## src/hdl/mpu_defines.svh

```systemverilog
// MPU sizing macros
`ifndef MPU_DEFINES_SVH
`define MPU_DEFINES_SVH

// Instruction window depth in words
`define SIZE_THREAD_MEM 256

// Depth of the thread entry queue
`define NUM_THREAD_ENTRY 4

// Host and instruction bus width
`define WIDTH_INSTR 32

// Thread identifier width
`define WIDTH_ID 8

`endif
```

## src/hdl/mpu_pkg.sv

```systemverilog
// MPU thread management types
`default_nettype none
`include "mpu_defines.svh"

package mpu_pkg;

	typedef logic [`WIDTH_ID-1:0] id_t;

	// One extra bit so a full window length fits
	typedef logic [$clog2(`SIZE_THREAD_MEM):0] mpu_address_t;

	////////////////////////////////////////////////////////////////////////////
	// Store FSM
	typedef enum logic [2:0] {
		INIT,	// Idle, waiting for a host request
		CHECK,	// Length word against free window space
		SETUP,
		RCVID,	// Identifier word
		LOOKUP,	// Admission by the map manager
		STORE	// Instruction words
	} fsm_threadmem_t;

	////////////////////////////////////////////////////////////////////////////
	// Between the management blocks

	// Admission request to the map manager
	typedef struct packed {
		id_t          id;
		mpu_address_t length;
	} store_req_t;

	// Stored thread, queued for dispatch
	typedef struct packed {
		id_t          id;
		mpu_address_t base;
		mpu_address_t length;
	} thread_entry_t;

	// Space handed back after dispatch
	typedef struct packed {
		id_t          id;
		mpu_address_t length;
	} retire_t;

endpackage

`default_nettype wire

```

## src/hdl/map_man.sv

```systemverilog
// Window space accounting
`timescale 1ns/1ps
`default_nettype none
`include "mpu_defines.svh"

module map_man (
	input  wire logic                   clock,
	input  wire logic                   reset,
	input  wire logic                   req_st,
	input  wire mpu_pkg::store_req_t    store_req,
	output logic                        ack_st,
	input  wire logic                   retire_valid,
	input  wire mpu_pkg::retire_t       retire,
	output mpu_pkg::mpu_address_t       used_size
);

	logic                   retire_pending;
	logic                   retire_pop;
	mpu_pkg::retire_t       retire_head;
	mpu_pkg::mpu_address_t  add_len;
	mpu_pkg::mpu_address_t  sub_len;

	// One pulse per request, request drops after the ack
	always_ff @(posedge clock) begin
		if (reset) begin
			ack_st <= 1'b0;
		end else begin
			ack_st <= req_st & ~ack_st;
		end
	end

	// Retires step aside on ack cycles
	assign retire_pop = retire_pending & ~ack_st;

	assign add_len = ack_st ? store_req.length : '0;
	assign sub_len = retire_pop ? retire_head.length : '0;

	always_ff @(posedge clock) begin
		if (reset) begin
			used_size <= '0;
		end else begin
			used_size <= used_size + add_len - sub_len;
		end
	end

	info_queue #(
		.payload_t (mpu_pkg::retire_t),
		.DEPTH     (`NUM_THREAD_ENTRY)
	) u_retire_queue (
		.clock     (clock),
		.reset     (reset),
		.push      (retire_valid),
		.push_data (retire),
		.pop       (retire_pop),
		.head      (retire_head),
		.valid     (retire_pending),
		.full      ()
	);

	// Admission in thread_mem keeps the window from overfilling
	a_used_bound: assert property (@(posedge clock) disable iff (reset)
		used_size <= `SIZE_THREAD_MEM)
		else $error("used_size above window size");

endmodule

`default_nettype wire

```

## src/hdl/info_queue.sv

```systemverilog
// Small payload queue
`timescale 1ns/1ps
`default_nettype none

module info_queue #(
	parameter type payload_t = logic [7:0],
	parameter int DEPTH = 4,
	localparam int WIDTH_INDEX = (DEPTH > 1) ? $clog2(DEPTH) : 1
) (
	input  wire logic      clock,
	input  wire logic      reset,
	input  wire logic      push,
	input  wire payload_t  push_data,
	input  wire logic      pop,
	output payload_t       head,
	output logic           valid,
	output logic           full
);

	logic [WIDTH_INDEX-1:0] waddr;
	logic [WIDTH_INDEX-1:0] raddr;
	logic                   empty;
	payload_t               mem [DEPTH];

	assign valid = ~empty;
	assign head  = mem[raddr];	// Head shows without a read cycle

	always_ff @(posedge clock) begin
		if (push) begin
			mem[waddr] <= push_data;
		end
	end

	ring_buff_ctrl #(
		.NUM_ENTRY (DEPTH)
	) u_ctrl (
		.clock (clock),
		.reset (reset),
		.we    (push),
		.re    (pop),
		.waddr (waddr),
		.raddr (raddr),
		.full  (full),
		.empty (empty)
	);

endmodule

`default_nettype wire

```

## src/hdl/ring_buff_ctrl.sv

```systemverilog
// Circular buffer pointer control
`timescale 1ns/1ps
`default_nettype none

module ring_buff_ctrl #(
	parameter int NUM_ENTRY = 4,
	localparam int WIDTH_INDEX = (NUM_ENTRY > 1) ? $clog2(NUM_ENTRY) : 1
) (
	input  wire logic                   clock,
	input  wire logic                   reset,
	input  wire logic                   we,
	input  wire logic                   re,
	output logic [WIDTH_INDEX-1:0]      waddr,
	output logic [WIDTH_INDEX-1:0]      raddr,
	output logic                        full,
	output logic                        empty
);

	logic [WIDTH_INDEX:0] count;	// Entries held

	assign full  = (count == NUM_ENTRY);
	assign empty = (count == '0);

	// Write pointer, wraps at NUM_ENTRY
	always_ff @(posedge clock) begin
		if (reset) begin
			waddr <= '0;
		end else if (we) begin
			waddr <= (waddr == WIDTH_INDEX'(NUM_ENTRY - 1)) ? '0 : waddr + 1'b1;
		end
	end

	// Read pointer
	always_ff @(posedge clock) begin
		if (reset) begin
			raddr <= '0;
		end else if (re) begin
			raddr <= (raddr == WIDTH_INDEX'(NUM_ENTRY - 1)) ? '0 : raddr + 1'b1;
		end
	end

	always_ff @(posedge clock) begin
		if (reset) begin
			count <= '0;
		end else begin
			case ({we, re})
				2'b10:   count <= count + 1'b1;
				2'b01:   count <= count - 1'b1;
				default: count <= count;	// Both or neither
			endcase
		end
	end

	a_no_overrun: assert property (@(posedge clock) disable iff (reset)
		!(we && full) && !(re && empty))
		else $error("ring buffer written while full or read while empty");

endmodule

`default_nettype wire

```

## config.mk

```make
export PLATFORM = sky130hd
export DESIGN_NAME = map_man
export DESIGN_NICKNAME = d
export VERILOG_FILES = /design/src/hdl/mpu_pkg.sv /design/src/hdl/map_man.sv /design/src/hdl/info_queue.sv /design/src/hdl/ring_buff_ctrl.sv
export VERILOG_INCLUDE_DIRS = /design/src /design/src/hdl
export SDC_FILE = /design/constraint.sdc
export NUM_CORES = 1
export LEC_CHECK = 0
export BUFFER_PORTS_ARGS = -buffer_cell sky130_fd_sc_hd__clkbuf_2
export CORE_MARGIN = 1.5
export CORE_UTILIZATION = 60
export CTS_CLUSTER_DIAMETER = 120
export CTS_CLUSTER_SIZE = 25
export DETAILED_ROUTE_END_ITERATION = 10
export PLACE_DENSITY_LB_ADDON = 0.12
export SLEW_MARGIN = 5
export SYNTH_ARGS = -nofsm -noshare
export SYNTH_HDL_FRONTEND = slang
export SYNTH_SLANG_ARGS = --single-unit
export TNS_END_PERCENT = 5
```

## constraint.sdc

```tcl
create_clock -name clock -period 7.6 [get_ports clock]
set_clock_uncertainty 0.05 [all_clocks]
set_input_delay 1.14 -clock clock [delete_from_list [all_inputs] [get_ports clock]]
set_output_delay 1.14 -clock clock [all_outputs]
set_load 0.05 [all_outputs]
```

Word level (Yosys, flattened, before mapping). Memory sizes are Yosys's and may differ from the RTL's. A register that Yosys moved wholly into a read port is not among the register bits. Index checks and enable logic that the tools add are counted.

Add/subtract/negate cells: 6. Equal/unequal tests: 4. Muxes and demuxes: 9. Bitwise logic cells: 4. Reduce and logical (&&, ||, !) cells: 2.

Operators with widths (count): 9-bit 2-to-1 mux (2); 9-bit adder (1); 9-bit subtractor (1); 2-bit 2-to-1 mux (4); 2-bit equality test, second input constant (3); 3-bit one-hot mux with 2 select lines (1); 2-bit by 1-bit adder with 2-bit output, second input constant (2); 3-bit by 1-bit adder with 3-bit output, second input constant (1); 3-bit zero test (1); 3-bit by 1-bit subtractor with 3-bit output, second input constant (1); 1-bit bitwise AND (2); 2-bit by 1-bit equality test with 1-bit output, second input constant (1); 1-bit 2-to-1 mux (2); 1-bit inverter (2); 2-bit nonzero test (1).

Flip-flop bits (word level): 17. RAM bits: 68. Input bits: 38. Output and inout bits: 10. Logic and storage cells: 31. Memories: 1.

Memory list: u_retire_queue.mem (words 4, bits a word 17, rd ports 1, clocked after Yosys merged registers in 1, write ports 1, line info_queue.sv:23) `payload_t mem [DEPTH];`.

Depth between registers and ports, before layout. Gate-level depths: netlist (run 1).

Word-level depth: 5. Mapped depth: 13. Depth with buffers taken out: 13.

Modules after synthesis. Synthesis (run 1) repeated with hierarchy kept, for this count alone.

Cells, all modules: 247. Area total of the unflattened synthesis: 3854.9 sq um.

By module, submodules not included: info_queue (instances 1, cells each 94, area an instance 2527.4 sq um, sequential area each 2042.0 sq um); map_man (instances 1, cells each 116, area an instance 989.7 sq um, sequential area each 200.2 sq um); ring_buff_ctrl (instances 1, cells each 37, area an instance 337.8 sq um, sequential area each 140.1 sq um).

Least setup slack after synthesis (run 1). No wires, ideal clock.

Path type: flip-flop to flip-flop. From: register ack_st. To: register used_size[6]. Arrival: 3.203 ns. Required time: 7.422 ns. Setup slack: 4.220 ns. Stages on the path, launching flop included: 13. Path buffers: 1. Clock period less this slack: 3.380 ns. Cell sequence: dfxtp_1 > clkbuf_1 > or2_2 > inv_2 > and2_1 > fa_1 > inv_1 > fa_1 > a211oi_1 > o21bai_1 > a21oi_1 > xor2_1 > nor2_1.

Cells in the longest elaborated chain, start to end: 4. Elaborated cells between the ends (all ways): 6. Classes of those cells: 2 x add/sub; 2 x mux; 2 x bitwise.

Ends and longest elaborated chain: from (decl) (line map_man.sv:11) `output logic ack_st,`; from (signal assigned) (line map_man.sv:28) `ack_st <= req_st & ~ack_st;`; 1-bit inverter (line map_man.sv:33) `assign retire_pop = retire_pending & ~ack_st;`; 1-bit bitwise AND (line map_man.sv:33); via retire_pop (line map_man.sv:18) `logic retire_pop;`; 9-bit 2-to-1 mux (line map_man.sv:36) `assign sub_len = retire_pop ? retire_head.length : '0;`; 9-bit subtractor (line map_man.sv:42) `used_size <= used_size + add_len - sub_len;`; to (signal assigned) (line map_man.sv:42); to (decl) (line map_man.sv:14) `output mpu_pkg::mpu_address_t used_size`.

The timed path passes the listed nets, and every way through them passes these cells. A chain may end at the register's enable or synchronous reset.

==> flow_metrics.tcl, run 1 <==
set metrics [dict create \
    grt-ovfl-total 0 \
    layout_commonest_cell "edfxtp_1" \
    worst_pin_slew_ns 0.516 \
    cts_tree "built" \
    cts.htree.levels 2 \
    crit_required_ns 7.75 \
    min_period_over_period 0.470 \
    cp_slowest_stage_delay_ns 0.66 \
    timing.fmax_mhz 280 \
    synth_compound_area_frac 0.0505 \
    drt-initial-drc-count 64 \
    synth_top_family_by_area "adder cells" \
    rsz0062_at_grt "false" \
    num_vias 1573 \
    syn_inst 210 \
    avgSynthCellArea_um2 13.1 \
    layout_common_cells "edfxtp_1 (36), clkbuf_2 (31), inv_1 (27)" \
    min_path_type "reg -> reg" \
    antenna_found_initial 0 \
    cp.arrival_ns 3.72 \
    die_x_um 70.7 \
    wl_per_cell_um 13.3 \
    cts_hold_buf 0 \
    finalSetupTns_ns 0 \
    cp_slowest_cell "dfxtp_1" \
    seq_area_frac_synth 0.532 \
    hold_ws_ns 0.451 \
    drc 0 \
    grt_max_degree 22 \
    relSlewSlack 0.656 \
    via_per_inst 5.31 \
    maxCapViolations 0 \
    grt_usage 0.172 \
    core_um2 4380 \
    grt_pass1_wl_um 6570 \
    status "finished, final reports clean" \
    synthXorXnorAreaFrac 0.0282 \
    path_max_fanout 9 \
    power.leakage_nw 1.25 \
    syn-num-nets 272 \
    multi_input_area_um2 1150 \
    min_period_ns 3.57 \
    ctsRootBufferMaster "clkbuf_8" \
    dp_hpwl_um 2910 \
    cts_setup_buffers 0 \
    dr.pass1.iters 4 \
    setup.worst_path.start_class "flip-flop" \
    routed_wl_um 3930 \
    worst-path-buf-inv 1 \
    gp_routability_congestion 0.705 \
    fp.dieH_um 70.7 \
    rrSetupSlack_ns 4.03 \
    yosysWarningCount 0 \
    clk_pin_slew_worst_paths_ns 0.10 \
    r2r_cells 10 \
    p_per_area_nw_per_um2 426 \
    synth-async-reset-ratio 0 \
    fillCellCount 312 \
    nets 305 \
    regArea_um2 1460 \
    r2r-end "used_size[7]" \
    cts_max_path_buffers 2 \
    dieArea_um2 5000 \
    synth.distinct_cells 39 \
    cp_cell_sequence "mux4_1 > and2_1 > fa_1 > inv_1 > ha_1 > a21o_1 > a21oi_1 > o21ai_0 > a31oi_1 > mux2_1" \
    synthFlopType "edfxtp_1" \
    post_cts_resized 0 \
    netlist_area_um2 2750 \
    io_buffers 31 \
    endpoint_kind "flip-flop" \
    grt_pass1_vias 1488 \
    setup.worst_path.class "reg -> reg" \
    drv_slew 0 \
    critPathTopFamily "multiplexers" \
    hold_violations 0 \
    cts.sinks 55 \
    whs_path_depth 2 \
    setup_viol 0 \
    area_delta_synth_final_pct 11.3 \
    layout-drive-gt1-share 0.189 \
    synth_adder_area_share 0.134 \
    ios 48 \
    insertion_delay_ns 0.31 \
    ir_drop_uv 203 \
    cts_buffers 5 \
    synth_edf_count 36 \
    row_count 24 \
    synth_simple_gate_area_frac 0.115 \
    ys_ff_latch 55 \
    hold_path_startpoint "u_retire_queue.u_ctrl.raddr[1]" \
    initial_utilization 0.627 \
    diodes 0 \
    synth.area.mux_share 0.0924 \
    antenna_left 0 \
]
[where the power goes]
group / total [mW] / switching (mW) / internal (mW) / leakage [nW]
registers: 0.408 / 0.0406 / 0.368 / 0.488
logic: 0.695 / 0.390 / 0.306 / 0.705
clock network: 0.199 / 0.0970 / 0.102 / 0.0607
total: 1.30 / 0.527 / 0.775 / 1.25
[kinds of logic after synthesis]
group,Yosys count
simple gates,56
buf+inv,33
flops,55
mux,11
xor+xnor,8
fa+ha+maj,24
compound gates,23
[metal layers]
layer | vias up | routed length [µm] | track usage
li1 | 803 | - | -
met1 | 733 | 1830 | 0.222
met2 | 30 | 1940 | 0.301
met3 | 7 | 139 | 0.0385
met4 | 0 | 29 | 0.0377
met5 | - | 0 | 0
[synth_stat cells, types with 2 or more instances]
| cell type | instances | share of area |
|---|---|---|
| a211oi_1 | 2 | 0.0055 |
| a21o_1 | 2 | 0.0055 |
| a21oi_1 | 9 | 0.016 |
| and2_1 | 12 | 0.027 |
| clkbuf_1 | 2 | 0.0027 |
| dfxtp_1 | 19 | 0.14 |
| edfxtp_1 | 36 | 0.39 |
| fa_1 | 9 | 0.066 |
| ha_1 | 15 | 0.068 |
| inv_1 | 27 | 0.037 |
| mux4_1 | 8 | 0.076 |
| nand2_1 | 12 | 0.016 |
| nand2b_1 | 2 | 0.0046 |
| nor2_1 | 13 | 0.018 |
| nor2b_1 | 3 | 0.0068 |
| nor3_1 | 4 | 0.0073 |
| nor3b_1 | 3 | 0.0082 |
| o21ai_0 | 5 | 0.0091 |
| o21bai_1 | 2 | 0.0055 |
| xnor2_1 | 4 | 0.013 |
| xor2_1 | 3 | 0.0096 |
[worst max path at each step]
stage          depth (start not counted)      endpoint      start
6_report                              10  used_size[7]  flip-flop
5_1_grt                               10  used_size[6]  flip-flop
4_1_cts                               10  used_size[8]  flip-flop
3_5_place_dp                          10  used_size[7]  flip-flop
3_3_place_gp                          10  used_size[8]  flip-flop
2_1_floorplan                         12  used_size[6]     ack_st
[state kept, by name, summed over array words and instances (netlist names), named ones only]
name / cells
u_retire_queue.mem: 36
used_size: 9
u_retire_queue.u_ctrl.count: 3
u_retire_queue.u_ctrl.raddr: 2
u_retire_queue.u_ctrl.waddr: 2
ack_st: 1
[stage by stage]
stage / worst slack, ns / total power [mW] / cells / utilization / area (µm²)
after floorplan: 4.22 / 0.990 / 210 / - / 2750
after global placement: 4.01 / 1.10 / 288 / 0.671 / 2940
after detailed placement: 4.02 / 1.11 / 288 / 0.671 / 2940
after CTS: 4.00 / 1.32 / 296 / 0.698 / 3060
after global routing: 3.74 / 1.41 / 296 / 0.698 / 3060
final: 4.03 / 1.30 / 296 / 0.698 / 3060
[area by class of cell]
class,count,share of cell area
Clock inverter,3,0.0164
Tap cell,52,0.0213
Multi-Input combinational cell,122,0.377
Timing Repair Buffer,31,0.0507
Clock buffer,5,0.0225
Inverter,28,0.0344
Sequential cell,55,0.478
[worst min-delay path, stage by stage (launching register included)]
cell	delay (ns)
dfxtp_1	0.33
nand2_1	0.06
a21oi_1	0.07
(Power assumes the default switching activity.)
==> run 2: changes to the inputs <==
- CORE_UTILIZATION: 60 -> 56
- clock period: 7.6 -> 3.75 ns (I/O delays scaled with it)
==> flow_metrics.tcl, run 2 (same netlist as run 1, synthesis figures left out) <==
set metrics [dict create \
    fillCellCount 352 \
    ir_drop_uv 412 \
    cts_tree "built" \
    clk_pin_slew_worst_paths_ns 0.11 \
    dpl_worst_slack_ns 0.307 \
    row_count 25 \
    wl_per_cell_um 13.0 \
    endpoint_kind "flip-flop" \
    io_buffers 31 \
    cts.sinks 55 \
    ios 48 \
    relSlewSlack 0.670 \
    setup_viol 0 \
    status "finished, final reports clean" \
    grt-ovfl-total 0 \
    routed_wl_um 4080 \
    gp_routability_congestion 0.715 \
    cts_hold_buf 0 \
    worst_pin_slew_ns 0.494 \
    layout-drive-gt1-share 0.202 \
    die_x_um 73.1 \
    nets 309 \
    seqPwrFrac 0.306 \
    core_um2 4720 \
    dieArea_um2 5340 \
    grt_pass1_vias 1527 \
    finalSetupTns_ns 0 \
    multi_input_area_um2 1150 \
    cts.htree.levels 2 \
    drt-initial-drc-count 45 \
    largest-register "u_retire_queue.mem" \
    layout_common_cells "edfxtp_1 (36), clkbuf_2 (31), inv_1 (27)" \
    area_delta_synth_final_pct 13.1 \
    worst_path_most_repeated_cell "fa_1" \
    via_per_inst 5.03 \
    antenna_found_initial 0 \
    cp_slowest_cell "mux4_1" \
    antenna_left 0 \
    grt_max_degree 22 \
    largest_reg_flops 36 \
    min_path_type "in -> reg" \
    rrSetupSlack_ns 0.37 \
    setup.worst_path.start_class "flip-flop" \
    pwr-share-clk 0.155 \
    fin_ws_ns 0.368 \
    post_cts_resized 0 \
    hold_ws_ns 0.415 \
    drv_slew 0 \
    switching_share 0.405 \
    ctsRootBufferMaster "clkbuf_8" \
    min_period_over_period 0.902 \
    cts_setup_buffers 0 \
    drc 0 \
    p_per_area_nw_per_um2 856 \
    path_max_fanout 6 \
    grt_usage 0.173 \
    min_period_ns 3.38 \
    cp_cell_sequence "mux4_1 > and2_1 > fa_1 > inv_1 > fa_1 > a211oi_1 > o21ai_0 > o2111ai_1 > and3_1 > nor3_2" \
    power.switching_mw 1.08 \
    cts_buffers 5 \
    dr.pass1.iters 4 \
    diodes 0 \
    instances_no_fill 315 \
    num_vias 1584 \
    maxCapViolations 0 \
    dp_hpwl_um 2990 \
    largestRegisters "u_retire_queue.mem x36, used_size x9, u_retire_queue.u_ctrl.count x3" \
    cts_max_path_buffers 2 \
    cp.arrival_ns 3.52 \
    timing.fmax_mhz 296 \
    internal_power_mw 1.58 \
    grt_pass1_wl_um 6870 \
    setup.worst_path.class "reg -> reg" \
    insertion_delay_ns 0.31 \
    combPwrFrac 0.539 \
    initial_utilization 0.582 \
    hold_violations 0 \
    cp_slowest_stage_delay_ns 0.58 \
    rsz0062_at_grt "false" \
    crit_required_ns 3.89 \
    layout_commonest_cell "edfxtp_1" \
    fp.dieH_um 73.1 \
    dp_cells 307 \
    power.leakage_nw 1.27 \
    regArea_um2 1460 \
]
-- run 2: path summary, 6_finish.rpt --
| check | from | to | cells after the start |
|---|---|---|---|
| min | retire[2] | u_retire_queue.mem[3][2] | 1 |
| max reg2reg | flip-flop | used_size[8] | 10 |
| max | flip-flop | used_size[8] | 10 |
| min reg2reg | u_retire_queue.u_ctrl.raddr[1] | flip-flop | 2 |
-- run 2: power by group through the flow --
stage                     Combinational (mW)  Sequential, mW  Clock (mW)
final                                   1.43           0.815       0.412
after global routing                    1.64           0.831       0.440
after CTS                               1.45           0.818       0.420
after detailed placement                1.44           0.832           0
after global placement                  1.42           0.830           0
after floorplan                         1.06           0.950           0
-- run 2: worst max-delay path, delay by kind of cell (launching register included) --
kind	cells	cell delay [ns]
adders and majority gates	2	0.98
buffers and inverters	1	0.07
DFF	1	0.50
muxes	1	0.58
AOI/OAI and AO/OA	3	0.68
and+or+nand+nor	3	0.43
-- run 2: cell type report --
class / instances / area share
clock inverters: 3 / 0.0161
clock buffers: 5 / 0.0221
repair buffers: 35 / 0.0596
flip-flops and latches: 55 / 0.470
multi-input cells: 122 / 0.371
inverters: 28 / 0.0338
well taps: 67 / 0.0270
-- run 2: per-stage QoR --
| stage | area [µm²] | total power [mW] | utilization |
|---|---|---|---|
| after global routing | 3110 | 2.91 | 0.658 |
| after global placement | 2990 | 2.25 | 0.633 |
| after floorplan | 2750 | 2.01 | - |
| after detailed placement | 2990 | 2.27 | 0.633 |
| after CTS | 3110 | 2.69 | 0.658 |
| final | 3110 | 2.66 | 0.658 |
-- run 2: metal layers --
layer / share of wire / wire [µm] / global-route usage
met1: 0.48 / 1980 / 0.233
met2: 0.48 / 1940 / 0.277
met3: 0.031 / 128 / 0.0414
met4: 0.0069 / 28 / 0.0566
met5: 0 / 0 / 0
==> run 3: changes to the inputs <==
- CORE_UTILIZATION: 56 -> 59
- SYNTH_HIERARCHICAL: not set -> 1
==> flow_metrics.tcl, run 3 <==
set metrics [dict create \
    core_um2 4380 \
    layout-drive-gt1-share 0.202 \
    diodes 0 \
    cts_setup_buffers 0 \
    worst-path-buf-inv 2 \
    min_period_ns 3.38 \
    internal_power_mw 1.52 \
    instances_no_fill 295 \
    grt_max_degree 21 \
    num_vias 1594 \
    path_max_fanout 10 \
    final_area_um2 3000 \
    cp_cell_sequence "buf_4 > mux4_1 > and2_1 > fa_1 > inv_1 > ha_1 > a211oi_2 > o21bai_1 > a21oi_1 > mux2_1" \
    relSlewSlack 0.665 \
    syn-num-nets 265 \
    wl_per_cell_um 15.3 \
    largest_reg_flops 36 \
    die_x_um 70.7 \
    pwr-share-clk 0.125 \
    hold_violations 0 \
    grt-ovfl-total 0 \
    via_per_inst 5.40 \
    initial_utilization 0.617 \
    dieArea_um2 5000 \
    grt_pass1_wl_um 7710 \
    antenna_found_initial 0 \
    rsz0062_at_grt "false" \
    endpoint_kind "flip-flop" \
    drc 0 \
    setup_viol 0 \
    gp_routability_congestion 0.767 \
    min_period_over_period 0.901 \
    clk_pin_slew_worst_paths_ns 0.10 \
    syn_inst 206 \
    p_per_area_nw_per_um2 875 \
    dpl_worst_slack_ns 0.403 \
    critPathTopFamily "multiplexers" \
    ir_drop_uv 331 \
    antenna_left 0 \
    area_delta_synth_final_pct 10.8 \
    combPwrFrac 0.583 \
    maxCapViolations 0 \
    io_buffers 31 \
    status "finished, final reports clean" \
    drv_slew 0 \
    dp_cells 287 \
    cts_buffers 5 \
    layout_common_cells "edfxtp_1 (36), clkbuf_2 (31), inv_1 (28)" \
    worst_pin_slew_ns 0.502 \
    cp_slowest_stage_delay_ns 0.57 \
    cts.sinks 53 \
    dp_hpwl_um 3450 \
    grt_pass1_vias 1697 \
    min_path_type "in -> reg" \
    place_area_um2 2900 \
    setup.worst_path.class "reg -> reg" \
    insertion_delay_ns 0.31 \
    crit_required_ns 3.90 \
    ios 48 \
    netlist_area_um2 2700 \
    final_util 0.683 \
    nets 301 \
    grt_usage 0.203 \
    largestRegisters "u_retire_queue/mem x36, used_size x9, u_retire_queue/u_ctrl/count x3" \
    cts.htree.levels 2 \
    cp.arrival_ns 3.52 \
    setup.worst_path.start_class "flip-flop" \
    fin_ws_ns 0.372 \
    seqPwrFrac 0.292 \
    drt-initial-drc-count 40 \
    post_cts_resized 0 \
    cts_tree "built" \
    routed_wl_um 4510 \
    yosysWarningCount 6 \
    ctsRootBufferMaster "clkbuf_8" \
    power.switching_mw 1.10 \
    timing.fmax_mhz 296 \
    avgSynthCellArea_um2 13.1 \
    fp.dieH_um 70.7 \
    cp_slowest_cell "mux4_1" \
    largest-register "u_retire_queue/mem" \
    finalSetupTns_ns 0 \
    row_count 24 \
    cts_hold_buf 0 \
    cts_max_path_buffers 2 \
    dr.pass1.iters 4 \
    power.leakage_nw 1.25 \
    switching_share 0.420 \
    layout_commonest_cell "edfxtp_1" \
]
-- run 3: metal layers --
metal / up-vias / GRT usage / part of all wire
met4: 0 / 0.0839 / 0.019
met3: 9 / 0.0356 / 0.030
met5: - / 0 / 0
met2: 32 / 0.357 / 0.54
li1: 797 / - / -
met1: 756 / 0.249 / 0.41
-- run 3: area by class of cell --
type	instances	area, µm²
Clock buffer	5	68.8
Multi-Input combinational cell	118	1120
Inverter	28	105
Tap cell	52	65.1
Timing Repair Buffer	36	193
Clock inverter	3	25.0
Fill cell	315	1390
Sequential cell	53	1420
-- run 3: final timing paths --
| kind | start | end | slack, ns | cells after the start |
|---|---|---|---|---|
| max | u_retire_queue/u_ctrl/raddr[0] | used_size[6] | 0.37 | 10 |
| min | retire[6] | u_retire_queue/mem[0][6] | 0.42 | 1 |
| max reg2reg | u_retire_queue/u_ctrl/raddr[0] | used_size[6] | 0.37 | 10 |
| min reg2reg | u_retire_queue/u_ctrl/count[1] | u_retire_queue/u_ctrl/count[1] | 0.48 | 2 |
-- run 3: metrics by stage --
stage	hold WS, ns	power [mW]
2_1_floorplan	0.402	2.01
5_1_grt	0.404	2.84
3_5_place_dp	0.459	2.30
6_report	0.419	2.62
3_3_place_gp	0.416	2.21
4_1_cts	0.407	2.64
-- run 3: power by group through the flow --
stage	Clock [mW]	Combinational [mW]	Sequential [mW]
final	0.327	1.53	0.766
after global routing	0.366	1.70	0.776
after CTS	0.340	1.53	0.766
after detailed placement	0	1.52	0.780
after global placement	0	1.44	0.772
after floorplan	0	1.11	0.908
