File: src/hdl/mpu_defines.svh
// MPU sizing macros
`ifndef MPU_DEFINES_SVH
`define MPU_DEFINES_SVH

// Instruction window depth in words
`define SIZE_THREAD_MEM 256

// Depth of the thread entry queue
`define NUM_THREAD_ENTRY 4

// Host and instruction bus width
`define WIDTH_INSTR 32

// Thread identifier width
`define WIDTH_ID 8

`endif
File: src/hdl/mpu_pkg.sv
// MPU thread management types
`default_nettype none
`include "mpu_defines.svh"

package mpu_pkg;

	typedef logic [`WIDTH_ID-1:0] id_t;

	// One extra bit so a full window length fits
	typedef logic [$clog2(`SIZE_THREAD_MEM):0] mpu_address_t;

	////////////////////////////////////////////////////////////////////////////
	// Store FSM
	typedef enum logic [2:0] {
		INIT,	// Idle, waiting for a host request
		CHECK,	// Length word against free window space
		SETUP,
		RCVID,	// Identifier word
		LOOKUP,	// Admission by the map manager
		STORE	// Instruction words
	} fsm_threadmem_t;

	////////////////////////////////////////////////////////////////////////////
	// Between the management blocks

	// Admission request to the map manager
	typedef struct packed {
		id_t          id;
		mpu_address_t length;
	} store_req_t;

	// Stored thread, queued for dispatch
	typedef struct packed {
		id_t          id;
		mpu_address_t base;
		mpu_address_t length;
	} thread_entry_t;

	// Space handed back after dispatch
	typedef struct packed {
		id_t          id;
		mpu_address_t length;
	} retire_t;

endpackage

`default_nettype wire

File: src/hdl/instr_pkg.sv
// Instruction word formats
`default_nettype none
`include "mpu_defines.svh"

package instr_pkg;

	// Four equal fields per word
	localparam int WIDTH_FIELD = `WIDTH_INSTR / 4;

	// Length and id words reuse this layout, value in the low bits
	typedef struct packed {
		logic [WIDTH_FIELD-1:0] opcode;
		logic [WIDTH_FIELD-1:0] dst;
		logic [WIDTH_FIELD-1:0] src_a;
		logic [WIDTH_FIELD-1:0] src_b;
	} instr_t;

	// Dispatch output beat
	typedef struct packed {
		instr_t       instr;
		mpu_pkg::id_t id;
		logic         last;	// Final word of the thread
	} dispatch_t;

endpackage

`default_nettype wire

File: src/hdl/dispatch_unit.sv
// Thread instruction dispatch
`timescale 1ns/1ps
`default_nettype none
`include "mpu_defines.svh"

module dispatch_unit (
	input  wire logic                    clock,
	input  wire logic                    reset,
	input  wire logic                    entry_valid,
	input  wire mpu_pkg::thread_entry_t  entry,
	output logic                         entry_pop,
	output logic                         ld_req,
	output mpu_pkg::mpu_address_t        ld_addr,
	input  wire instr_pkg::instr_t       ld_instr,
	output logic                         out_valid,
	output instr_pkg::dispatch_t         out_data,
	output logic                         retire_valid,
	output mpu_pkg::retire_t             retire
);

	localparam int WIDTH_ADDR = $clog2(`SIZE_THREAD_MEM);

	logic                   busy;		// Loads of a thread in progress
	logic [WIDTH_ADDR-1:0]  cur_addr;
	mpu_pkg::mpu_address_t  remain;
	mpu_pkg::mpu_address_t  cur_len;
	mpu_pkg::id_t           cur_id;
	logic                   issue_last;
	// Alongside the load latency
	logic                   p_valid;
	logic                   p_last;
	mpu_pkg::id_t           p_id;
	mpu_pkg::mpu_address_t  p_len;

	assign entry_pop  = entry_valid & ~busy;
	assign ld_req     = busy;
	assign ld_addr    = {1'b0, cur_addr};
	assign issue_last = busy & (remain == mpu_pkg::mpu_address_t'(1));

	always_ff @(posedge clock) begin
		if (reset) begin
			busy <= 1'b0;
		end else if (entry_pop) begin
			busy <= 1'b1;
		end else if (issue_last) begin
			busy <= 1'b0;
		end
	end

	always_ff @(posedge clock) begin
		if (entry_pop) begin
			cur_addr <= entry.base[WIDTH_ADDR-1:0];
			remain   <= entry.length;
			cur_len  <= entry.length;
			cur_id   <= entry.id;
		end else if (busy) begin
			cur_addr <= cur_addr + 1'b1;	// Window wrap
			remain   <= remain - 1'b1;
		end
	end

	always_ff @(posedge clock) begin
		if (reset) begin
			p_valid <= 1'b0;
		end else begin
			p_valid <= busy;
		end
	end

	always_ff @(posedge clock) begin
		if (busy) begin
			p_id   <= cur_id;
			p_last <= issue_last;
			p_len  <= cur_len;
		end
	end

	////////////////////////////////////////////////////////////////////////////
	// Output and retire, one cycle after each load
	assign out_valid    = p_valid;
	assign out_data     = '{instr: ld_instr, id: p_id, last: p_last};
	assign retire_valid = p_valid & p_last;
	assign retire       = '{id: p_id, length: p_len};

endmodule

`default_nettype wire

File: config.mk
export PLATFORM = sky130hd
export DESIGN_NAME = dispatch_unit
export DESIGN_NICKNAME = d
export VERILOG_FILES = /design/src/hdl/mpu_pkg.sv /design/src/hdl/instr_pkg.sv /design/src/hdl/dispatch_unit.sv
export VERILOG_INCLUDE_DIRS = /design/src /design/src/hdl
export SDC_FILE = /design/constraint.sdc
export NUM_CORES = 1
export LEC_CHECK = 0
export BUFFER_PORTS_ARGS = -buffer_cell sky130_fd_sc_hd__buf_2
export CAP_MARGIN = 30
export CORE_MARGIN = 1.5
export CORE_UTILIZATION = 48
export DETAILED_ROUTE_END_ITERATION = 8
export MAX_ROUTING_LAYER = met4
export PLACE_DENSITY = 0.94
export SLEW_MARGIN = 0
export SYNTH_ARGS = -nofsm -noshare
export SYNTH_HDL_FRONTEND = slang
export SYNTH_SLANG_ARGS = --single-unit
export TNS_END_PERCENT = 5
File: constraint.sdc
create_clock -name clock -period 4.9 [get_ports clock]
set_input_delay 0.735 -clock clock [delete_from_list [all_inputs] [get_ports clock]]
set_output_delay 0.735 -clock clock [all_outputs]
set_load 0.02 [all_outputs]
=== After elaboration in Yosys (flattened, before gate mapping) ===
Cells that the tools add are included.

* Add/subtract/negate cells: 2
* Multiply operators: 0
* Div/mod/pow operators: 0
* $lt $le $gt $ge: 0
* Eq/ne operators: 1
* Shifts and indexed selects: 0
* Multiplexer cells: 6
* Bitwise logic cells: 4
* Reductions and logical operators: 2

{| class="wikitable"
|+ Operators by type and width
! cell !! number
|-
| $mux W9 || 2
|-
| $mux W8 || 2
|-
| $eq A9 B1 Y1 const B || 1
|-
| $sub A9 B1 Y9 const B || 1
|-
| $add A8 B1 Y8 const B || 1
|-
| $reduce_bool A2 Y1 || 2
|-
| $and A1 B1 Y1 || 3
|-
| $mux W1 || 2
|-
| $not A1 Y1 || 1
|}

* Register bits: 54
* Latch bits: 0
* Memory bits (writable): 0
* Bits in read-only memories: 0
* Output and inout bits: 71
* Memories: 0

=== Longest topological paths before layout ===
Gate-level depths: netlist of the first run.

* Depth in word-level cells: 4
* Mapped depth: 6
* Mapped depth without buffers: 5

=== Worst setup path before layout of the first run ===
OpenSTA, ideal clock, no wires.

* Kind: flip-flop to output port
* Start: reg busy (netlist: ld_req)
* End: out entry_pop
* Arrival: 1869 ps
* Data required time: 4165 ps
* Path slack: 2296 ps
* Stages on the path, launching flop included: 5
* Cell sequence: dfxtp_1 > nand2b_1 > clkbuf_1 > inv_1 > clkbuf_1

* Cells in the longest elaborated chain, start to end: 2

{| class="wikitable"
|+ RTL lines
! item !! RTL line !! source
|-
| start: declaration || dispatch_unit.sv:23 || <nowiki>logic busy;</nowiki>
|-
| start signal: assignment || dispatch_unit.sv:42 || <nowiki>busy <= 1'b0;</nowiki>
|-
| start signal: assignment || dispatch_unit.sv:44 || <nowiki>busy <= 1'b1;</nowiki>
|-
| start signal: assignment || dispatch_unit.sv:46 || <nowiki>busy <= 1'b0;</nowiki>
|-
| $not A1 Y1 || dispatch_unit.sv:35 || <nowiki>assign entry_pop = entry_valid & ~busy;</nowiki>
|-
| $and A1 B1 Y1 || dispatch_unit.sv:35 ||
|-
| end: declaration || dispatch_unit.sv:11 || <nowiki>output logic entry_pop,</nowiki>
|}

No other way between the ends.

=== Final worst setup path of the first run ===
* Start: in entry_valid
* End: out entry_pop

* Cells in the longest elaborated chain, start to end: 1

{| class="wikitable"
|+ RTL lines
! item !! RTL line !! source
|-
| start: declaration || dispatch_unit.sv:9 || <nowiki>input wire logic entry_valid,</nowiki>
|-
| $and A1 B1 Y1 || dispatch_unit.sv:35 ||
|}

No other way between the ends.

==> results.sh, run 1 <==
export IMPL_grt_ovfl_total=0
export IMPL_ys_ff_latch=54
export IMPL_drtAntennaViolNets=0
export IMPL_die_x_um=73.6
export IMPL_crit_path_max_fanout=24
export IMPL_cts_buffer_depth=2
export IMPL_synth_top_area_share_pct=65.2
export IMPL_cts_resized=0
export IMPL_antenna_found_initial=0
export IMPL_clockRootBuffer="clkbuf_8"
export IMPL_first_iter_violations=49
export IMPL_first_pass_iters=4
export IMPL_core_area_sq_um=4750
export IMPL_grt_pass1_vias=1188
export IMPL_cp_start_kind="input port"
export IMPL_fillers=433
export IMPL_hold_buffers=0
export IMPL_grt_pass1_wl_um=5490
export IMPL_worst_ep_required_time_ns=4.16
export IMPL_rsz0062_at_grt="false"
export IMPL_synth_area_sq_um=2390
export IMPL_crit_chain="buf_2 -> nand2b_1 -> inv_1 -> buf_2"
export IMPL_synth_top_area_cell="edfxtp_1"
export IMPL_wl_um=3610
export IMPL_fin_util_pct=54.1
export IMPL_ctsHtreeMaxLevel=2
export IMPL_fin_crit_ns=2.46
export IMPL_holdCritPathClass="reg2reg"
export IMPL_syn_area_per_cell_sq_um=13.2
export IMPL_vias=1350
export IMPL_clkLatencyLatePin_ns=0.30
export IMPL_wire_per_inst_um=13.0
export IMPL_crit_path_top_delay_cell="nand2b_1"
export IMPL_clkTransAtPathRegs_ns=0.09
export IMPL_tightest_slew_ns=0.807
export IMPL_viasPerCell=4.87
export IMPL_fin_crit_sh_pct=50.3
export IMPL_ys_seq_area_share_pct=66.9
export IMPL_postCtsSetupBuffers=0
export IMPL_end_kind="primary output"
export IMPL_pre_cts_slack_ns=2.44
export IMPL_drive_above_1_share_pct=36.2
export IMPL_drv_cap=0
export IMPL_grt_max_degree=29
export IMPL_drcViolationCount=0
export IMPL_synth_distinct_cells=27
export IMPL_finalClockSkew_ns=0.00478
export IMPL_cp_common_cell="buf_2"
export IMPL_clock_sinks=54
export IMPL_worst_hold_slack_ns=0.425
export IMPL_start_util_pct=50.3
export IMPL_syn_to_final_growth_pct=7.48
export IMPL_criticalPathCategory="in2out"
export IMPL_cts_tree="built"
export IMPL_top_level_ports=132
export IMPL_cpLargestDelayFamily="simple AND/OR/NAND/NOR gates"
export IMPL_synth_cells=181
export IMPL_numCtsBuffers=5
export IMPL_p_leak_nw=0.991
export IMPL_clock_fmax_ghz=0.406
export IMPL_outcome="complete, no violations"
export IMPL_port_buffers=65
export IMPL_fp_dieH_um=73.6
export IMPL_arrival_ns=1.73
export IMPL_fin_ws_ns=2.44
export IMPL_grt_use_total_pct=14.2
export IMPL_syn_nets=245
export IMPL_dieArea_sq_um=5420
export IMPL_finalWeightedCongestion=0.771
export IMPL_core_rowCount=25
export IMPL_nets=273
export IMPL_antenna_cells=0
export IMPL_synth_yosys_warnings=0
export IMPL_report_final_slew_viol_count=0
export IMPL_hold_viol=0
export IMPL_crit_buf_inv=3
export IMPL_slowest_delay_ns=0.57
export IMPL_fin_setup_tns_ns=0
export IMPL_setup_violations=0
export IMPL_max_slew_margin_pct=46.2
export IMPL_pwr_density_cell_nw_per_um2=372
export IMPL_ir_drop_mv=0.225
export IMPL_yosys_top_cells_area="edfxtp_1, buf_4, o21ai_0, a31oi_1, or3_1"
export IMPL_place_hpwl_um=2550
## layout make-up
| cell class | count | area, sq um | share of cell area [%] |
|---|---|---|---|
| inverters | 4 | 15.0 | 0.584 |
| flip-flops and latches | 54 | 1600 | 62.3 |
| clock inverters | 3 | 16.3 | 0.632 |
| well taps | 67 | 83.8 | 3.26 |
| clock buffers | 5 | 68.8 | 2.68 |
| repair buffers | 67 | 340 | 13.2 |
| multi-input cells | 77 | 447 | 17.4 |
## logic make-up after synthesis
| kind of cell | after synthesis | share of synthesized area, % |
|---|---|---|
| flip-flops | 54 | 66.9 |
| buffers and inverters | 50 | 14.4 |
| AND/OR/NAND/NOR | 44 | 9.46 |
| AO/OA/AOI/OAI | 24 | 5.65 |
| XOR/XNOR | 5 | 1.83 |
| adder cells (fa/ha/maj) | 3 | 1.57 |
| other | 1 | 0.157 |
## metrics by stage
| stage | total power, mW | cell area, sq um | std cells |
|---|---|---|---|
| 2_1_floorplan | 0.723 | 2390 | 181 |
| 3_3_place_gp | 0.725 | 2490 | 269 |
| 3_5_place_dp | 0.732 | 2490 | 269 |
| 4_1_cts | 0.964 | 2570 | 277 |
| 5_1_grt | 1.00 | 2570 | 277 |
| 6_report | 0.957 | 2570 | 277 |
## sequential cells by signal, summed over array words and instances (netlist names)
name / count
cur_len: 9
cur_addr: 8
remain: 9
p_id: 8
ld_req: 1
p_last: 1
out_valid: 1
cur_id: 8
p_len: 9
## path summary, 6_finish.rpt
kind | startpoint | endpoint | slack [ns] | cells past startpoint
min | cur_len[2] | p_len[2] | 0.42 | 0
max | entry_valid | entry_pop | 2.44 | 4
min reg2reg | cur_len[2] | p_len[2] | 0.42 | 0
max reg2reg | remain[0] | remain[8] | 2.94 | 5
## cell usage after synthesis, drive strengths merged
cell type   n
a21oi       3
and2        1
xor2        2
o21ai      11
xnor2       3
nor4        1
or4b        1
a31oi       8
or4         2
or2         1
dfxtp       2
ha          3
nor2       11
o31ai       2
edfxtp     52
buf        42
nor3        1
clkbuf      4
nor3b       1
nand4       1
nand2b      1
nor2b       1
or3         8
conb        1
nand2      11
nand3       3
inv         4
## report_power, final
part / switching (mW) / internal (mW)
Clock: 0.138 / 0.0981
Combinational: 0.0841 / 0.0508
Sequential: 0.0283 / 0.557
## cell usage in the layout (no fill, tap or decap)
cell / synthesis / final
edfxtp_1: 52 / 52
conb_1: 1 / 1
clkinv_2: 0 / 1
ha_1: 3 / 3
o31ai_1: 2 / 2
nor2_1: 11 / 11
nor4_1: 1 / 1
or4_1: 2 / 2
nand3_1: 3 / 3
inv_1: 4 / 4
or4b_4: 1 / 1
a31oi_1: 8 / 8
dfxtp_1: 2 / 2
nor3_1: 1 / 1
nor3b_1: 1 / 1
and2_1: 1 / 1
nor2b_1: 1 / 1
clkinvlp_4: 0 / 1
or2_2: 1 / 1
clkinv_1: 0 / 1
a21oi_1: 3 / 3
buf_4: 42 / 2
or3_1: 8 / 8
xnor2_1: 3 / 3
nand2_1: 11 / 11
nand2b_1: 1 / 1
buf_2: 0 / 65
nand4_1: 1 / 1
o21ai_0: 11 / 11
xor2_1: 2 / 2
clkbuf_8: 0 / 5
## metal layers
metal	routed length [um]	part of all wire [%]	vias up	track usage, %
met2	1720	48	60	22.0
li1	-	-	658	-
met4	89	2.5	0	6.17
met1	1530	42	616	16.4
met5	0	0	-	-
met3	278	7.7	16	5.49
Note: power is estimated with default switching activity, not from simulation.
==> inputs of run 2 (changes only) <==
--- a/config.mk
+++ b/config.mk
@@ -9,10 +9,10 @@
 export BUFFER_PORTS_ARGS = -buffer_cell sky130_fd_sc_hd__buf_2
 export CAP_MARGIN = 30
 export CORE_MARGIN = 1.5
-export CORE_UTILIZATION = 48
+export CORE_UTILIZATION = 40
 export DETAILED_ROUTE_END_ITERATION = 8
 export MAX_ROUTING_LAYER = met4
-export PLACE_DENSITY = 0.94
+export PLACE_DENSITY = 0.84
 export SLEW_MARGIN = 0
 export SYNTH_ARGS = -nofsm -noshare
 export SYNTH_HDL_FRONTEND = slang
==> constraint.sdc (replaced) <==
create_clock -name clock -period 2.1 [get_ports clock]
set_input_delay 0.315 -clock clock [delete_from_list [all_inputs] [get_ports clock]]
set_output_delay 0.315 -clock clock [all_outputs]
set_load 0.02 [all_outputs]
==> run 2 against run 1 <==
Against the previous run: global-route usage down 1.9 points; clock power increased by 120%; critical path depth grew 1; worst setup slack got worse by 2.2 ns; total power up 130%; register-to-register slack got worse by 2.7 ns; non-clock buffer count increased by 2; first-iteration DRC count shrank 35%; via count rose by 1.4%; utilization shrank 8.2 points; final cell count up 2.2%; combinational power is 140% higher; critical endpoint is now remain[8]; largest cell class unchanged.
==> results.sh, run 2 (synthesis gave the netlist of run 1 again) <==
export IMPL_outcome="complete, no violations"
export IMPL_die_x_um=80.4
export IMPL_arrival_ns=2.06
export IMPL_port_buffers=65
export IMPL_internal_power_mw=1.65
export IMPL_antenna_found_initial=0
export IMPL_reg2reg_from="remain[1]"
export IMPL_syn_to_final_growth_pct=8.15
export IMPL_wire_per_inst_um=13.2
export IMPL_first_pass_iters=4
export IMPL_viasPerCell=4.84
export IMPL_criticalPathCategory="reg2reg"
export IMPL_vias=1369
export IMPL_tightest_slew_ns=0.506
export IMPL_grt_pass1_wl_um=5720
export IMPL_p_clk_share_pct=23.9
export IMPL_grt_use_total_pct=12.3
export IMPL_pwr_density_cell_nw_per_um2=857
export IMPL_clockRootBuffer="clkbuf_8"
export IMPL_power_switching_mw=0.571
export IMPL_mostFrequentLayoutCells="buf_2, edfxtp_1, nand2_1, o21ai_0, nor2_1"
export IMPL_hold_depth=1
export IMPL_fin_ws_ns=0.191
export IMPL_p_leak_nw=1.00
export IMPL_hold_end="cur_id[4]"
export IMPL_finalWeightedCongestion=0.733
export IMPL_crit_path_start="remain[1]"
export IMPL_pre_cts_slack_ns=0.211
export IMPL_clkLatencyLatePin_ns=0.30
export IMPL_clkTransAtPathRegs_ns=0.09
export IMPL_fillers=523
export IMPL_r2r_end="remain[8]"
export IMPL_fin_crit_sh_pct=90.9
export IMPL_fin_setup_tns_ns=0
export IMPL_report_final_slew_viol_count=0
export IMPL_grt_pass1_vias=1276
export IMPL_cts_tree="built"
export IMPL_netSwitchingFraction_pct=25.7
export IMPL_clock_sinks=54
export IMPL_drv_cap=0
export IMPL_dieArea_sq_um=6460
export IMPL_final_common_cell="buf_2"
export IMPL_crit_path_max_fanout=5
export IMPL_setup_violations=0
export IMPL_cp_start_kind="register"
export IMPL_antenna_cells=0
export IMPL_top_level_ports=132
export IMPL_grt_max_degree=24
export IMPL_worst_ep_required_time_ns=2.25
export IMPL_end_kind="register"
export IMPL_first_iter_violations=32
export IMPL_core_rowCount=27
export IMPL_ff_latch_area_sq_um=1600
export IMPL_drtAntennaViolNets=0
export IMPL_numCtsBuffers=5
export IMPL_largestRegisters="cur_len x9, p_len x9, remain x9"
export IMPL_seqPwrFrac_pct=61.6
export IMPL_fp_dieH_um=80.4
export IMPL_postCtsSetupBuffers=0
export IMPL_rsz0062_at_grt="false"
export IMPL_cts_buffer_depth=2
export IMPL_hold_start="entry[22]"
export IMPL_grt_ovfl_total=0
export IMPL_start_util_pct=42.4
export IMPL_r2r_slack_ns=0.19
export IMPL_hold_buffers=0
export IMPL_core_area_sq_um=5640
export IMPL_drive_above_1_share_pct=37.4
export IMPL_multi_input_area_sq_um=447
export IMPL_cts_resized=0
export IMPL_wl_um=3720
export IMPL_max_slew_margin_pct=66.2
export IMPL_combPwrFrac_pct=14.5
export IMPL_nets=275
export IMPL_r2r_cells=5
export IMPL_power_mw=2.22
export IMPL_place_hpwl_um=2790
export IMPL_finalClockSkew_ns=0.00873
export IMPL_clock_fmax_ghz=0.524
export IMPL_drcViolationCount=0
export IMPL_hold_viol=0
export IMPL_fin_crit_ns=1.91
export IMPL_holdCritPathClass="in2reg"
export IMPL_ir_drop_mv=0.378
export IMPL_ctsHtreeMaxLevel=2
[run 2: cell count changes in the layout (fill, tap and decap cells not counted), sizes merged]
cell / change
clkinvlp: -1
buf: +2
[run 2: power by group through the flow]
stage,sequential (mW),combinational (mW),clock (mW)
global placement,1.39,0.314,0
finish,1.37,0.321,0.530
floorplan,1.44,0.244,0
detailed placement,1.39,0.324,0
global route,1.38,0.355,0.605
CTS,1.37,0.326,0.557
[run 2: metrics by stage]
| stage | hold slack (ns) | std cells | area (sq um) | util [%] |
|---|---|---|---|---|
| global placement | 0.401 | 276 | 2510 | 44.5 |
| detailed placement | 0.405 | 276 | 2510 | 44.5 |
| CTS | 0.170 | 283 | 2590 | 45.9 |
| floorplan | 0.384 | 181 | 2400 | - |
| global route | 0.167 | 283 | 2590 | 45.9 |
| finish | 0.182 | 283 | 2590 | 45.9 |
[run 2: layout make-up]
type | count | share of cell area [%]
clock inverter | 2 | 0.387
clock buffer | 5 | 2.66
sequential | 54 | 61.9
inverter | 4 | 0.580
multi-input combinational | 77 | 17.3
tap | 72 | 3.48
timing repair buffer | 69 | 13.7
[run 2: how the worst max path moves through the flow]
stage | endpoint | slack [ns] | cells past startpoint
after CTS | remain[8] | 0.19 | 5
after floorplan | cur_addr[2] | 0.26 | 6
after global placement | remain[8] | 0.27 | 5
after global routing | entry_pop | 0.10 | 3
final | remain[8] | 0.19 | 5
after detailed placement | remain[8] | 0.21 | 5
[run 2: worst max-delay path: stages (launching register included)]
cell and delay, ns:
edfxtp_1 0.44, inv_1 0.11, ha_1 0.20, or4b_4 0.50, or3_1 0.36, a31oi_1 0.16
[run 2: per-layer routing]
layer / track usage (%) / wire, um / vias to the layer above
met3: 5.57 / 349 / 15
met1: 12.3 / 1470 / 635
met5: - / 0 / -
met4: 5.69 / 93 / 0
li1: - / - / 661
met2: 20.5 / 1810 / 58
==> inputs of run 3 (changes only) <==
==> constraint.sdc (replaced) <==
create_clock -name clock -period 2.1 [get_ports clock]
set_input_delay 0.315 -clock clock [delete_from_list [all_inputs] [get_ports clock]]
set_output_delay 0.315 -clock clock [all_outputs]
set_load 0.01 [all_outputs]
==> run 3 against run 2 <==
Against the previous run: worst hold slack better by 0.0022 ns; cell area about the same; global-route usage increased by 0.36 points; largest power group unchanged.
==> results.sh, run 3 (synthesis gave the netlist of run 1 again) <==
export IMPL_outcome="complete, no violations"
export IMPL_wl_um=3750
export IMPL_cts_tree="built"
export IMPL_worst_ep_required_time_ns=2.25
export IMPL_clockRootBuffer="clkbuf_8"
export IMPL_postCtsSetupBuffers=0
export IMPL_instances_no_fill=284
export IMPL_hold_start="reset"
export IMPL_mostFrequentLayoutCells="buf_2, edfxtp_1, nand2_1, o21ai_0, nor2_1"
export IMPL_clkTransAtPathRegs_ns=0.09
export IMPL_fin_ws_ns=0.179
export IMPL_fin_setup_tns_ns=0
export IMPL_r2r_slack_ns=0.18
export IMPL_grt_use_total_pct=12.7
export IMPL_pre_cts_slack_ns=0.187
export IMPL_reg2reg_from="remain[1]"
export IMPL_crit_buf_inv=1
export IMPL_grt_pass1_wl_um=5780
export IMPL_cpLargestDelayFamily="simple AND/OR/NAND/NOR gates"
export IMPL_pwr_density_cell_nw_per_um2=846
export IMPL_clock_sinks=54
export IMPL_hold_viol=0
export IMPL_placedCellCount=276
export IMPL_slowest_delay_ns=0.51
export IMPL_place_hpwl_um=2760
export IMPL_power_mw=2.19
export IMPL_top_level_ports=132
export IMPL_grt_ovfl_total=0
export IMPL_vias=1378
export IMPL_fin_crit_sh_pct=91.5
export IMPL_r2r_cells=5
export IMPL_crit_path_top_delay_cell="or4b_4"
export IMPL_fp_dieH_um=80.4
export IMPL_clkLatencyLatePin_ns=0.30
export IMPL_fin_area_sq_um=2590
export IMPL_antenna_cells=0
export IMPL_ir_drop_mv=0.373
export IMPL_viasPerCell=4.85
export IMPL_grt_max_degree=24
export IMPL_crit_chain="inv_1 -> ha_1 -> or4b_4 -> or3_1 -> a31oi_1"
export IMPL_cts_resized=0
export IMPL_finalClockSkew_ns=0.00870
export IMPL_final_common_cell="buf_2"
export IMPL_core_area_sq_um=5640
export IMPL_clock_fmax_ghz=0.521
export IMPL_report_final_slew_viol_count=0
export IMPL_start_util_pct=42.4
export IMPL_cts_buffer_depth=2
export IMPL_syn_to_final_growth_pct=8.21
export IMPL_drcViolationCount=0
export IMPL_port_buffers=65
export IMPL_core_rowCount=27
export IMPL_p_leak_nw=1.00
export IMPL_drive_above_1_share_pct=36.3
export IMPL_fin_crit_ns=1.92
export IMPL_holdCritPathClass="in2reg"
export IMPL_wire_per_inst_um=13.2
export IMPL_ctsHtreeMaxLevel=2
export IMPL_rsz0062_at_grt="false"
export IMPL_numCtsBuffers=5
export IMPL_end_kind="register"
export IMPL_finalWeightedCongestion=0.758
export IMPL_placed_area_sq_um=2510
export IMPL_r2r_end="remain[8]"
export IMPL_drv_cap=0
export IMPL_dieArea_sq_um=6460
export IMPL_fillers=522
export IMPL_hold_end="out_valid"
export IMPL_arrival_ns=2.08
export IMPL_cp_start_kind="register"
export IMPL_grt_pass1_vias=1262
export IMPL_hold_depth=2
export IMPL_tightest_slew_ns=0.544
export IMPL_crit_path_max_fanout=5
export IMPL_nets=275
export IMPL_first_pass_iters=4
export IMPL_die_x_um=80.4
export IMPL_max_slew_margin_pct=63.7
export IMPL_hold_buffers=0
export IMPL_largestRegisters="cur_len x9, p_len x9, remain x9"
export IMPL_criticalPathCategory="reg2reg"
export IMPL_antenna_found_initial=0
export IMPL_setup_violations=0
export IMPL_drtAntennaViolNets=0
export IMPL_first_iter_violations=45
[run 3: changes by cell type in the layout (fill, tap and decap cells not counted)]
cell	previous run	this run
clkinv_2	2	1
clkbuf_1	0	1
dfxtp_1	1	2
dfxtp_2	1	0
clkinv_1	0	1
[run 3: final cells by class]
class	instances	area, sq um	share of cell area [%]
clock inverter	2	8.76	0.338
timing repair buffer	69	355	13.7
tap	72	90.1	3.48
clock buffer	6	72.6	2.80
inverter	4	15.0	0.580
sequential	54	1600	61.8
multi-input combinational	77	447	17.2
[run 3: how the worst max path moves through the flow]
stage               startpoint     endpoint  slack (ns)  cells after the start
finish               remain[1]    remain[8]        0.18                      5
global route         remain[1]    remain[8]        0.06                      5
CTS                  remain[1]    remain[8]        0.16                      5
detailed placement   remain[1]    remain[8]        0.19                      5
global placement     remain[1]    remain[8]        0.27                      5
floorplan               ld_req  cur_addr[2]        0.08                      6
[run 3: worst reg2reg max path, stage by stage (launching register included)]
cell      delay [ns]
edfxtp_1        0.44
inv_1           0.11
ha_1            0.21
or4b_4          0.51
or3_1           0.36
a31oi_1         0.16
[run 3: stage by stage]
| step | hold slack (ns) | utilization (%) |
|---|---|---|
| after detailed placement | 0.405 | 44.5 |
| after CTS | 0.179 | 45.9 |
| after global placement | 0.401 | 44.5 |
| final | 0.184 | 45.9 |
| after floorplan | 0.387 | - |
| after global routing | 0.170 | 45.9 |
[run 3: routing by layer]
metal	track usage [%]	routed length, um
met1	14.5	1550
met2	19.2	1800
met3	5.57	307
met4	5.69	102
met5	-	0
[run 3: where the power goes]
group	total, mW	switching (mW)	internal, mW
logic	0.283	0.161	0.123
clock network	0.544	0.314	0.230
registers	1.36	0.0639	1.30
